### config.mk
export PLATFORM = sky130hd
export DESIGN_NAME = rv_wrapper
export DESIGN_NICKNAME = d
export VERILOG_FILES = /design/src/hdl/rv_pkg.sv /design/src/hdl/rv_obi_if.sv /design/src/hdl/rv_core.sv /design/src/hdl/rv_decoder.sv /design/src/hdl/rv_instr_log.sv /design/src/hdl/rv_regfile.sv /design/src/hdl/rv_wrapper.sv
export VERILOG_INCLUDE_DIRS = /design/src /design/src/include
export SDC_FILE = /design/constraint.sdc
export NUM_CORES = 2
export LEC_CHECK = 0
export BUFFER_PORTS_ARGS = -buffer_cell sky130_fd_sc_hd__buf_2
export CAP_MARGIN = 30
export CORE_UTILIZATION = 47
export DETAILED_ROUTE_END_ITERATION = 7
export PLACE_DENSITY = 0.67
export SLEW_MARGIN = 20
export SYNTH_ARGS = -nofsm -noshare
export SYNTH_HDL_FRONTEND = slang
export SYNTH_SLANG_ARGS = --single-unit
### constraint.sdc
create_clock -name clk_i -period 6.6 [get_ports clk_i]
set_input_delay 0.66 -clock clk_i [delete_from_list [all_inputs] [get_ports clk_i]]
set_output_delay 0.66 -clock clk_i [all_outputs]
set_load 0.01 [all_outputs]
### src/include/rv_config.svh
// ------------------------------
// rv core configuration
// register count and bus widths
// ------------------------------

`ifndef RV_CONFIG_SVH
`define RV_CONFIG_SVH

// data and address width
`define RV_XLEN 32

// architectural registers, RV32E
`define RV_NUM_REGS 16

`define RV_CNT_W 16  // log counter width

`endif

### src/hdl/rv_pkg.sv
// ------------------------------
// rv core shared types
// words, register indices, opcodes
// and the controller states
// ------------------------------

`include "rv_config.svh"

package rv_pkg;

  typedef logic [`RV_XLEN-1:0]             word_t;
  typedef logic [$clog2(`RV_NUM_REGS)-1:0] reg_addr_t;
  typedef logic [`RV_XLEN/8-1:0]           be_t;
  typedef logic [`RV_CNT_W-1:0]            cnt_t;

  // major opcodes, bits [6:0] of the instruction
  typedef enum logic [6:0] {
    OPC_LOAD   = 7'b0000011,
    OPC_OP_IMM = 7'b0010011,
    OPC_STORE  = 7'b0100011,
    OPC_OP     = 7'b0110011,
    OPC_LUI    = 7'b0110111,
    OPC_BRANCH = 7'b1100011,
    OPC_JAL    = 7'b1101111,
    OPC_SYSTEM = 7'b1110011
  } opcode_e;

  typedef enum logic [3:0] {
    OP_LUI, OP_ADDI, OP_ADD, OP_SUB, OP_AND, OP_OR, OP_XOR, OP_SLT,
    OP_LW, OP_SW, OP_BEQ, OP_BNE, OP_JAL, OP_ECALL,
    OP_ILLEGAL
  } rv_op_e;

  typedef enum logic [2:0] {
    ST_IDLE,
    ST_FETCH_REQ,
    ST_FETCH_WAIT,
    ST_EXEC,
    ST_MEM_REQ,   // load/store address phase
    ST_MEM_WAIT,
    ST_SLEEP      // left only by reset
  } core_state_e;

endpackage

### src/hdl/rv_obi_if.sv
// ------------------------------
// OBI bus, request/grant/rvalid
// one transaction outstanding
// ------------------------------

`timescale 1ns/1ps

interface rv_obi_if;
  import rv_pkg::*;

  logic  req;
  logic  gnt;
  logic  rvalid;  // one cycle, read data or write ack
  word_t addr;
  logic  we;
  be_t   be;
  word_t wdata;
  word_t rdata;

  modport manager (output req, addr, we, be, wdata, input gnt, rvalid, rdata);
  modport subordinate (input req, addr, we, be, wdata, output gnt, rvalid, rdata);

endinterface

### src/hdl/rv_core.sv
// ------------------------------
// rv core, multi-cycle RV32E subset
// fetch, execute, load/store over
// two OBI manager ports
// ------------------------------

`timescale 1ns/1ps

module rv_core (
  input  logic          clk_i,
  input  logic          rst_n_i,
  input  logic          fetch_enable_i,
  input  rv_pkg::word_t boot_addr_i,
  rv_obi_if.manager     instr_bus,
  rv_obi_if.manager     data_bus,
  output logic          core_sleep_o,
  output logic          retire_o,
  output logic          illegal_o
);
  import rv_pkg::*;

  core_state_e state_q, state_d;
  word_t       pc_q, pc_d;
  word_t       instr_q;

  rv_op_e      op;
  reg_addr_t   rs1, rs2, rd;
  word_t       imm;
  word_t       rs1_data, rs2_data;
  word_t       alu_res, rf_wdata;
  word_t       pc_plus4, pc_target;
  logic        writes_rd, rf_we;
  logic        is_mem, branch_taken;

  rv_decoder u_decoder (
    .instr_i (instr_q),
    .op_o    (op),
    .rs1_o   (rs1),
    .rs2_o   (rs2),
    .rd_o    (rd),
    .imm_o   (imm)
  );

  rv_regfile u_regfile (
    .clk_i     (clk_i),
    .rst_n_i   (rst_n_i),
    .raddr_a_i (rs1),
    .raddr_b_i (rs2),
    .waddr_i   (rd),
    .we_i      (rf_we),
    .wdata_i   (rf_wdata),
    .rdata_a_o (rs1_data),
    .rdata_b_o (rs2_data)
  );

  assign pc_plus4  = pc_q + word_t'(4);
  assign pc_target = pc_q + imm;  // branches and JAL alike
  assign is_mem    = (op == OP_LW) || (op == OP_SW);

  assign branch_taken = ((op == OP_BEQ) && (rs1_data == rs2_data)) ||
                        ((op == OP_BNE) && (rs1_data != rs2_data)) ||
                        (op == OP_JAL);

  always_comb begin
    alu_res   = '0;
    writes_rd = 1'b1;
    case (op)
      OP_LUI:  alu_res = imm;
      OP_ADDI: alu_res = rs1_data + imm;
      OP_ADD:  alu_res = rs1_data + rs2_data;
      OP_SUB:  alu_res = rs1_data - rs2_data;
      OP_AND:  alu_res = rs1_data & rs2_data;
      OP_OR:   alu_res = rs1_data | rs2_data;
      OP_XOR:  alu_res = rs1_data ^ rs2_data;
      OP_SLT:  alu_res = word_t'($signed(rs1_data) < $signed(rs2_data));
      OP_JAL:  alu_res = pc_plus4;  // link address
      OP_LW:   alu_res = '0;        // result comes from the bus
      default: writes_rd = 1'b0;
    endcase
  end

  // writeback in the retire cycle
  assign rf_we    = writes_rd && (((state_q == ST_EXEC) && !is_mem) ||
                                  ((state_q == ST_MEM_WAIT) && data_bus.rvalid));
  assign rf_wdata = (state_q == ST_MEM_WAIT) ? data_bus.rdata : alu_res;

  always_comb begin
    state_d   = state_q;
    pc_d      = pc_q;
    retire_o  = 1'b0;
    illegal_o = 1'b0;
    case (state_q)
      ST_IDLE: begin
        if (fetch_enable_i) begin
          pc_d    = boot_addr_i;
          state_d = ST_FETCH_REQ;
        end
      end
      ST_FETCH_REQ:  if (instr_bus.gnt) state_d = ST_FETCH_WAIT;
      ST_FETCH_WAIT: if (instr_bus.rvalid) state_d = ST_EXEC;
      ST_EXEC: begin
        if (is_mem) begin
          state_d = ST_MEM_REQ;
        end else begin
          retire_o  = 1'b1;
          illegal_o = (op == OP_ILLEGAL);  // skipped like a nop
          pc_d      = branch_taken ? pc_target : pc_plus4;
          state_d   = (op == OP_ECALL) ? ST_SLEEP : ST_FETCH_REQ;
        end
      end
      ST_MEM_REQ: if (data_bus.gnt) state_d = ST_MEM_WAIT;
      ST_MEM_WAIT: begin
        if (data_bus.rvalid) begin
          retire_o = 1'b1;
          pc_d     = pc_plus4;
          state_d  = ST_FETCH_REQ;
        end
      end
      ST_SLEEP: state_d = ST_SLEEP;
      default:  state_d = ST_IDLE;
    endcase
  end

  always_ff @(posedge clk_i) begin
    if (!rst_n_i) begin
      state_q <= ST_IDLE;
      pc_q    <= '0;
    end else begin
      state_q <= state_d;
      pc_q    <= pc_d;
    end
  end

  always_ff @(posedge clk_i) begin
    if ((state_q == ST_FETCH_WAIT) && instr_bus.rvalid) begin
      instr_q <= instr_bus.rdata;
    end
  end

  // instruction side is read only
  assign instr_bus.req   = (state_q == ST_FETCH_REQ);
  assign instr_bus.addr  = pc_q;
  assign instr_bus.we    = 1'b0;
  assign instr_bus.be    = '1;
  assign instr_bus.wdata = '0;

  // operands hold still through the address phase
  assign data_bus.req   = (state_q == ST_MEM_REQ);
  assign data_bus.addr  = (rs1_data + imm) & ~word_t'(3);  // word aligned
  assign data_bus.we    = data_bus.req && (op == OP_SW);
  assign data_bus.be    = '1;
  assign data_bus.wdata = rs2_data;

  assign core_sleep_o = (state_q == ST_SLEEP);

endmodule

### src/hdl/rv_decoder.sv
// ------------------------------
// rv instruction decoder
// word to operation, register
// indices and sign-extended imm
// ------------------------------

`timescale 1ns/1ps

module rv_decoder (
  input  rv_pkg::word_t     instr_i,
  output rv_pkg::rv_op_e    op_o,
  output rv_pkg::reg_addr_t rs1_o,
  output rv_pkg::reg_addr_t rs2_o,
  output rv_pkg::reg_addr_t rd_o,
  output rv_pkg::word_t     imm_o
);
  import rv_pkg::*;

  opcode_e    opcode;
  logic [2:0] funct3;
  logic [6:0] funct7;
  word_t      imm_i, imm_s, imm_b, imm_u, imm_j;
  logic       use_rs1, use_rs2, use_rd;

  assign opcode = opcode_e'(instr_i[6:0]);
  assign funct3 = instr_i[14:12];
  assign funct7 = instr_i[31:25];

  // low four bits only, bit 4 is checked below
  assign rs1_o = instr_i[18:15];
  assign rs2_o = instr_i[23:20];
  assign rd_o  = instr_i[10:7];

  assign imm_i = {{20{instr_i[31]}}, instr_i[31:20]};
  assign imm_s = {{20{instr_i[31]}}, instr_i[31:25], instr_i[11:7]};
  assign imm_b = {{19{instr_i[31]}}, instr_i[31], instr_i[7], instr_i[30:25],
                  instr_i[11:8], 1'b0};
  assign imm_u = {instr_i[31:12], 12'b0};
  assign imm_j = {{11{instr_i[31]}}, instr_i[31], instr_i[19:12], instr_i[20],
                  instr_i[30:21], 1'b0};

  always_comb begin
    op_o    = OP_ILLEGAL;
    imm_o   = imm_i;
    use_rs1 = 1'b0;
    use_rs2 = 1'b0;
    use_rd  = 1'b0;
    case (opcode)
      OPC_LUI: begin
        op_o   = OP_LUI;
        imm_o  = imm_u;
        use_rd = 1'b1;
      end
      OPC_OP_IMM: begin
        if (funct3 == 3'b000) op_o = OP_ADDI;  // only ADDI of the group
        use_rs1 = 1'b1;
        use_rd  = 1'b1;
      end
      OPC_OP: begin
        case ({funct7, funct3})
          10'b0000000_000: op_o = OP_ADD;
          10'b0100000_000: op_o = OP_SUB;
          10'b0000000_010: op_o = OP_SLT;
          10'b0000000_100: op_o = OP_XOR;
          10'b0000000_110: op_o = OP_OR;
          10'b0000000_111: op_o = OP_AND;
          default:         op_o = OP_ILLEGAL;
        endcase
        use_rs1 = 1'b1;
        use_rs2 = 1'b1;
        use_rd  = 1'b1;
      end
      OPC_LOAD: begin
        if (funct3 == 3'b010) op_o = OP_LW;
        use_rs1 = 1'b1;
        use_rd  = 1'b1;
      end
      OPC_STORE: begin
        if (funct3 == 3'b010) op_o = OP_SW;
        imm_o   = imm_s;
        use_rs1 = 1'b1;
        use_rs2 = 1'b1;
      end
      OPC_BRANCH: begin
        if (funct3 == 3'b000) op_o = OP_BEQ;
        if (funct3 == 3'b001) op_o = OP_BNE;
        imm_o   = imm_b;
        use_rs1 = 1'b1;
        use_rs2 = 1'b1;
      end
      OPC_JAL: begin
        op_o   = OP_JAL;
        imm_o  = imm_j;
        use_rd = 1'b1;
      end
      OPC_SYSTEM: if (instr_i == word_t'(32'h0000_0073)) op_o = OP_ECALL;
      default: op_o = OP_ILLEGAL;
    endcase
    // RV32E, x16 and up do not exist
    if ((use_rs1 && instr_i[19]) || (use_rs2 && instr_i[24]) || (use_rd && instr_i[11])) begin
      op_o = OP_ILLEGAL;
    end
  end

endmodule

### src/hdl/rv_instr_log.sv
// ------------------------------
// rv instruction log
// saturating retire/illegal counts
// ------------------------------

`timescale 1ns/1ps

module rv_instr_log (
  input  logic         clk_i,
  input  logic         rst_n_i,
  input  logic         retire_i,
  input  logic         illegal_i,
  output rv_pkg::cnt_t retired_cnt_o,
  output rv_pkg::cnt_t illegal_cnt_o
);

  always_ff @(posedge clk_i) begin
    if (!rst_n_i) begin
      retired_cnt_o <= '0;
      illegal_cnt_o <= '0;
    end else begin
      // both stick at all ones
      if (retire_i && (retired_cnt_o != '1)) begin
        retired_cnt_o <= retired_cnt_o + 1'b1;
      end
      if (illegal_i && (illegal_cnt_o != '1)) begin
        illegal_cnt_o <= illegal_cnt_o + 1'b1;
      end
    end
  end

endmodule

### src/hdl/rv_regfile.sv
// ------------------------------
// rv register file, 2R1W
// x0 hardwired to zero
// ------------------------------

`timescale 1ns/1ps

`include "rv_config.svh"

module rv_regfile (
  input  logic              clk_i,
  input  logic              rst_n_i,
  input  rv_pkg::reg_addr_t raddr_a_i,
  input  rv_pkg::reg_addr_t raddr_b_i,
  input  rv_pkg::reg_addr_t waddr_i,
  input  logic              we_i,
  input  rv_pkg::word_t     wdata_i,
  output rv_pkg::word_t     rdata_a_o,
  output rv_pkg::word_t     rdata_b_o
);
  import rv_pkg::*;

  word_t regs_q [`RV_NUM_REGS];

  always_ff @(posedge clk_i) begin
    if (!rst_n_i) begin
      for (int i = 0; i < `RV_NUM_REGS; i++) begin
        regs_q[i] <= '0;
      end
    end else if (we_i && (waddr_i != '0)) begin  // writes to x0 dropped
      regs_q[waddr_i] <= wdata_i;
    end
  end

  assign rdata_a_o = (raddr_a_i == '0) ? '0 : regs_q[raddr_a_i];
  assign rdata_b_o = (raddr_b_i == '0) ? '0 : regs_q[raddr_b_i];

endmodule

### src/hdl/rv_wrapper.sv
// ------------------------------
// rv wrapper, top level
// core and log on plain ports
// ------------------------------

`timescale 1ns/1ps

module rv_wrapper (
  input  logic          clk_i,
  input  logic          rst_n_i,
  input  logic          fetch_enable_i,
  input  rv_pkg::word_t boot_addr_i,

  output logic          instr_req_o,
  input  logic          instr_gnt_i,
  input  logic          instr_rvalid_i,
  output rv_pkg::word_t instr_addr_o,
  input  rv_pkg::word_t instr_rdata_i,

  output logic          data_req_o,
  input  logic          data_gnt_i,
  input  logic          data_rvalid_i,
  output logic          data_we_o,
  output rv_pkg::be_t   data_be_o,
  output rv_pkg::word_t data_addr_o,
  output rv_pkg::word_t data_wdata_o,
  input  rv_pkg::word_t data_rdata_i,

  output logic          core_sleep_o,
  output rv_pkg::cnt_t  retired_cnt_o,
  output rv_pkg::cnt_t  illegal_cnt_o
);

  logic retire, illegal;

  rv_obi_if instr_bus ();
  rv_obi_if data_bus ();

  assign instr_req_o      = instr_bus.req;
  assign instr_addr_o     = instr_bus.addr;
  assign instr_bus.gnt    = instr_gnt_i;
  assign instr_bus.rvalid = instr_rvalid_i;
  assign instr_bus.rdata  = instr_rdata_i;

  assign data_req_o      = data_bus.req;
  assign data_we_o       = data_bus.we;
  assign data_be_o       = data_bus.be;
  assign data_addr_o     = data_bus.addr;
  assign data_wdata_o    = data_bus.wdata;
  assign data_bus.gnt    = data_gnt_i;
  assign data_bus.rvalid = data_rvalid_i;
  assign data_bus.rdata  = data_rdata_i;

  rv_core u_core (
    .clk_i          (clk_i),
    .rst_n_i        (rst_n_i),
    .fetch_enable_i (fetch_enable_i),
    .boot_addr_i    (boot_addr_i),
    .instr_bus      (instr_bus.manager),
    .data_bus       (data_bus.manager),
    .core_sleep_o   (core_sleep_o),
    .retire_o       (retire),
    .illegal_o      (illegal)
  );

  // log sits beside the core
  rv_instr_log u_instr_log (
    .clk_i         (clk_i),
    .rst_n_i       (rst_n_i),
    .retire_i      (retire),
    .illegal_i     (illegal),
    .retired_cnt_o (retired_cnt_o),
    .illegal_cnt_o (illegal_cnt_o)
  );

endmodule

* After elaboration in Yosys (flattened, before gate mapping)
Memory sizes are Yosys's and may differ from the RTL's. A register that Yosys moved wholly into a read port is not among the register bits. Index checks and enable logic that the tools add are counted.
Cells by class: $add $sub $neg 7, order comparisons 1, equal/unequal tests 46, muxes and demuxes 45, bitwise logic cells 3, reductions and logical operators 35
Operator list (number):
- 32-bit one-hot mux with 9 select lines | 1
- 32-bit two-way mux | 8
- 31-bit one-hot mux with 4 select lines | 1
- 32-bit adder | 3
- 32-bit one-hot mux with 3 select lines | 1
- 16-bit by 1-bit adder with 16-bit output, second input constant | 2
- 32-bit by 3-bit adder with 32-bit output, second input constant | 1
- 32-bit bitwise AND | 1
- 32-bit == test | 1
- 32-bit by 7-bit == test with 1-bit output, second input constant | 1
- 32-bit less-than comparator | 1
- 16-bit inequality test, second input constant | 2
- 32-bit inequality test | 1
- 32-bit OR | 1
- 4-bit one-hot mux with 8 select lines | 1
- 32-bit OR reduction | 1
- 32-bit subtractor | 1
- 32-bit bitwise XOR | 1
- 10-bit by 3-bit == test with 1-bit output, second input constant | 3
- 3-bit two-way mux | 10
- 4-bit == test, second input constant | 7
- 4-bit two-way mux | 6
- 4-bit one-hot mux with 6 select lines | 1
- 7-bit by 6-bit == test with 1-bit output, second input constant | 3
- 30 further kinds | 78
Word-level totals: bits in registers 99, bits in writable memories 512, bits of input ports 103, memories 1
Memories:
- u_core.u_regfile.regs_q | depth 16, bits a word 32, rd ports 2, clocked after Yosys merged registers in 2, wr ports 16, line rv_regfile.sv:23 | word_t regs_q [`RV_NUM_REGS];

* Logic depth before layout (Yosys ltp)
word-level depth 19, gate-level depth with buffers 27

* Hierarchy
From an unflattened synthesis, not the netlist that was laid out.
Unflattened totals: cells, all modules 3861, area, all modules 40969.3 µm²
Modules (own cells, without submodules):
- rv_regfile | instances 1, cells each 1780, area an instance 25589.5 µm²
- rv_core | instances 1, cells each 1749, area an instance 12893.6 µm²
- rv_instr_log | instances 1, cells each 191, area an instance 1590.3 µm²
- rv_decoder | instances 1, cells each 141, area an instance 895.9 µm²

* Worst setup path after synthesis
OpenSTA, ideal clock, no wires.
path kind flip-flop to flip-flop, start reg (tool-made name), end mem u_core.u_regfile.regs_q[10][26] (netlist bit), data pin, library setup time 0.269 ns, arrival time 5.999 ns, slack 0.332 ns, cell stages (with the launch flop) 25, buffers on the path 7, cell sequence dfxtp_1 > buf_4 > buf_4 > buf_1 > buf_1 > buf_1 > mux4_2 > mux2_2 > o21ai_0 > nor2_1 > ha_1 > clkbuf_1 > nor3b_1 > nand3_1 > o21ai_0 > a21oi_1 > o31ai_1 > nand4_1 > nand2_1 > a2111oi_0 > a311oi_1 > mux2i_1 > a221oi_2 > buf_4 > nor3_1
RTL lines (line):
- end: declaration | rv_regfile.sv:23

==> impl_metrics.env <==
export IMPL_die_h_microns=301
export IMPL_dieArea_sq_mm=0.0903
export IMPL_via_per_inst=6.48
export IMPL_crit_chain="buf_4 > buf_4 > mux4_2 > mux2_2 > o21ai_0 > or2_2 > inv_1 > ha_1 > a21o_1 > a21o_1 > or3_1 > o211ai_1 > buf_4 > nand2b_1 > a31o_2 > maj3_1 > a21oi_1 > xnor2_1 > buf_2"
export IMPL_cts_tree="done"
export IMPL_final_common_cell="nor2_1"
export IMPL_path_max_fanout=12
export IMPL_regToRegSetupSlack_ns=0.34
export IMPL_yosysUniqueCellTypes=98
export IMPL_syn_area_per_cell_sq_um=10.6
export IMPL_start_kind="register"
export IMPL_grt_max_degree=53
export IMPL_hold_viol=0
export IMPL_final_antenna_net_count=0
export IMPL_postLayoutCoreUtil_pct=53.8
export IMPL_clockRootBuffer="clkbuf_16"
export IMPL_drc=0
export IMPL_total_power_mw=10.6
export IMPL_cp_data_required_time_ns=5.94
export IMPL_portBuffers=232
export IMPL_cpPeakStageDelay_ns=0.51
export IMPL_layout_cells_non_filler=5432
export IMPL_cp_arrival_ns=5.77
export IMPL_hold_path_class="input pin to register"
export IMPL_finalSetupViolCount=0
export IMPL_insertion_delay_ns=0.64
export IMPL_final_area_sq_mm=0.0476
export IMPL_clock_skew_ns=0.0296
export IMPL_drive_above_1_share_pct=23.6
export IMPL_dr_pass1_iters=6
export IMPL_power_density_mw_per_mm2=223
export IMPL_fin_setup_tns_ns=0
export IMPL_rsz0062_at_grt="no"
export IMPL_io_pins=239
export IMPL_clock_path_buffers=3
export IMPL_fp_dieW_microns=301
export IMPL_crit_path_frequent_cell="buf_4"
export IMPL_ir_drop_uv=262
export IMPL_worst_pin_slew_ns=0.951
export IMPL_htree_levels=3
export IMPL_yosys_warnings=0
export IMPL_worst_setup_path_type="register to output port"
export IMPL_first_iter_violations=4649
export IMPL_period_needed_ns=6.43
export IMPL_synthArstFlopShare_pct=0
export IMPL_slew_headroom_pct=36.4
export IMPL_cp_num_buf_inv=5
export IMPL_clkSinkCount=619
export IMPL_synth_area_sq_mm=0.0419
export IMPL_fin_nets=4473
export IMPL_postCtsHoldBufs=0
export IMPL_postSynthCellCount=3968
export IMPL_leakage_nw=17.8
export IMPL_cp_end_kind="output port"
export IMPL_overflow=0
export IMPL_synth_edf_count=544
export IMPL_synth_seq_area_share_pct=42.6
export IMPL_area_growth_pct=13.6
export IMPL_fin_crit_sh_pct=97.4
export IMPL_cts_buffers_inserted=68
export IMPL_wl_per_cell_microns=28.5
export IMPL_grt_pass1_wl_mm=224
export IMPL_core_region_area_sq_mm=0.0884
export IMPL_whs_path_depth=1
export IMPL_fmax_ghz=0.155
export IMPL_final_cell_mix="nor2_1, edfxtp_1, nand2_1"
export IMPL_grt_use_total_pct=33.8
export IMPL_status="complete, no violations"
export IMPL_placed_area_sq_mm=0.0452
export IMPL_grt_pass1_vias=34200
export IMPL_dp_hpwl_mm=111
export IMPL_wirelength_mm=155
export IMPL_num_vias=35200
export IMPL_place_inst=5295
export IMPL_crit_slowest_cell="mux4_2"
export IMPL_r2r_cells=20
export IMPL_cp_depth=19
export IMPL_ys_ff_latch=619
export IMPL_synth_ff_type="edfxtp_1"
export IMPL_rows=109
export IMPL_start_util_pct=47.4
export IMPL_antenna_found_initial=5
export IMPL_max_cap_violations=0
export IMPL_finalMaxSlewViolations=0
export IMPL_path_delay_family="compound AO/OA/AOI/OAI gates"
export IMPL_clk_pin_slew_worst_paths_ns=0.06
export IMPL_gp_congestion=1.01
cells by family (layout without fill, tap and decap cells):
family,count (synthesis),after routing,synth area share (%)
mux,418,418,17.4
fa+ha+maj,162,162,4.87
xor+xnor,150,150,3.14
compound gates,815,815,12.9
other cells,2,43,0.0179
flops,619,619,42.6
simple gates,1373,1373,14.8
buf+inv,429,687,4.28
stage by stage:
step / setup WS [ns] / hold slack (ns)
2_1_floorplan: 0.332 / 0.505
3_3_place_gp: 0.390 / 0.485
3_5_place_dp: 0.347 / 0.490
4_1_cts: 0.0622 / 0.161
5_1_grt: 0.00898 / 0.172
6_report: 0.168 / 0.193
worst paths after layout:
| path | from | end |
|---|---|---|
| worst min register to register | u_instr_log.illegal_cnt_o[8]$_SDFFE_PN0P_ | u_instr_log.illegal_cnt_o[8]$_SDFFE_PN0P_ |
| worst max register to register | register | u_core.u_regfile.regs_q[8][26]$_SDFFCE_PN0P_ |
| worst max-delay path | register | data_addr_o[16] |
| worst min-delay path | instr_rdata_i[0] | u_core.instr_q[0]$_DFFE_PP_ |
metal layers:
metal	GRT usage (%)	wire, microns
met3	6.54	16700
met4	16.5	8210
met5	0	27
met2	55.9	73800
met1	42.4	56300
report_power, final:
group / switching (mW) / leakage (nW) / internal (mW)
registers: 0.134 / 6.17 / 4.40
clock network: 1.67 / 1.13 / 2.30
logic: 1.27 / 10.5 / 0.817
registers in the layout, summed over array words and instances, names as in the netlist, named ones only:
register,cells
u_core.state_q,3
u_instr_log.retired_cnt_o,16
u_core.instr_q,32
u_instr_log.illegal_cnt_o,16
u_core.u_regfile.regs_q,512
u_core.instr_bus.addr,32
repair_timing:
| action | CTS | global route |
|---|---|---|
| setup buffers | 1 | 8 |
| pin swaps | 1 | 0 |
| gates cloned | 0 | 0 |
| resized for setup | 0 | 6 |
| endpoints found under the setup margin | 1 | 31 |
synthesized netlist by cell type (12+ instances only):
| cell type | count | share of area (%) |
|---|---|---|
| o31ai_1 | 20 | 0.36 |
| clkbuf_1 | 164 | 1.5 |
| buf_4 | 21 | 0.38 |
| mux4_2 | 240 | 13 |
| mux2i_1 | 103 | 2.5 |
| ha_1 | 159 | 4.8 |
| a31oi_1 | 17 | 0.25 |
| a21oi_1 | 213 | 2.5 |
| nor4_1 | 15 | 0.22 |
| o21ai_0 | 203 | 2.4 |
| buf_2 | 70 | 0.84 |
| nand4_1 | 43 | 0.64 |
| and2_1 | 19 | 0.28 |
| mux2_2 | 75 | 2.0 |
| nor2b_1 | 29 | 0.43 |
| and3_1 | 18 | 0.27 |
| a21o_1 | 52 | 0.93 |
| o21bai_1 | 30 | 0.54 |
| o22ai_1 | 12 | 0.18 |
| a22oi_1 | 26 | 0.47 |
| o211ai_1 | 39 | 0.70 |
| nand3_1 | 71 | 0.85 |
| or3_1 | 18 | 0.27 |
| a221oi_1 | 34 | 0.71 |
| a211oi_1 | 15 | 0.27 |
| nand2b_1 | 27 | 0.40 |
| o21a_1 | 12 | 0.22 |
| nor2_1 | 639 | 5.7 |
| inv_1 | 136 | 1.2 |
| xnor2_1 | 95 | 2.0 |
| nor2_2 | 13 | 0.19 |
| edfxtp_1 | 544 | 39 |
| nand2_1 | 310 | 2.8 |
| xor2_1 | 55 | 1.2 |
| or2_2 | 63 | 0.94 |
| dfxtp_1 | 75 | 3.6 |
| nor3_1 | 50 | 0.60 |
| buf_1 | 36 | 0.32 |
final cells by class:
class                           instances  area (sq um)
Inverter                              137           515
Sequential cell                       619         17900
Antenna cell                            5          12.5
Fill cell                            7606         40800
Clock inverter                         41           487
Timing Repair Buffer                  427          2930
Tap cell                             1165          1460
Multi-Input combinational cell       2956         22500
Clock buffer                           82          1820
Note: power is estimated with default switching activity, not from simulation.
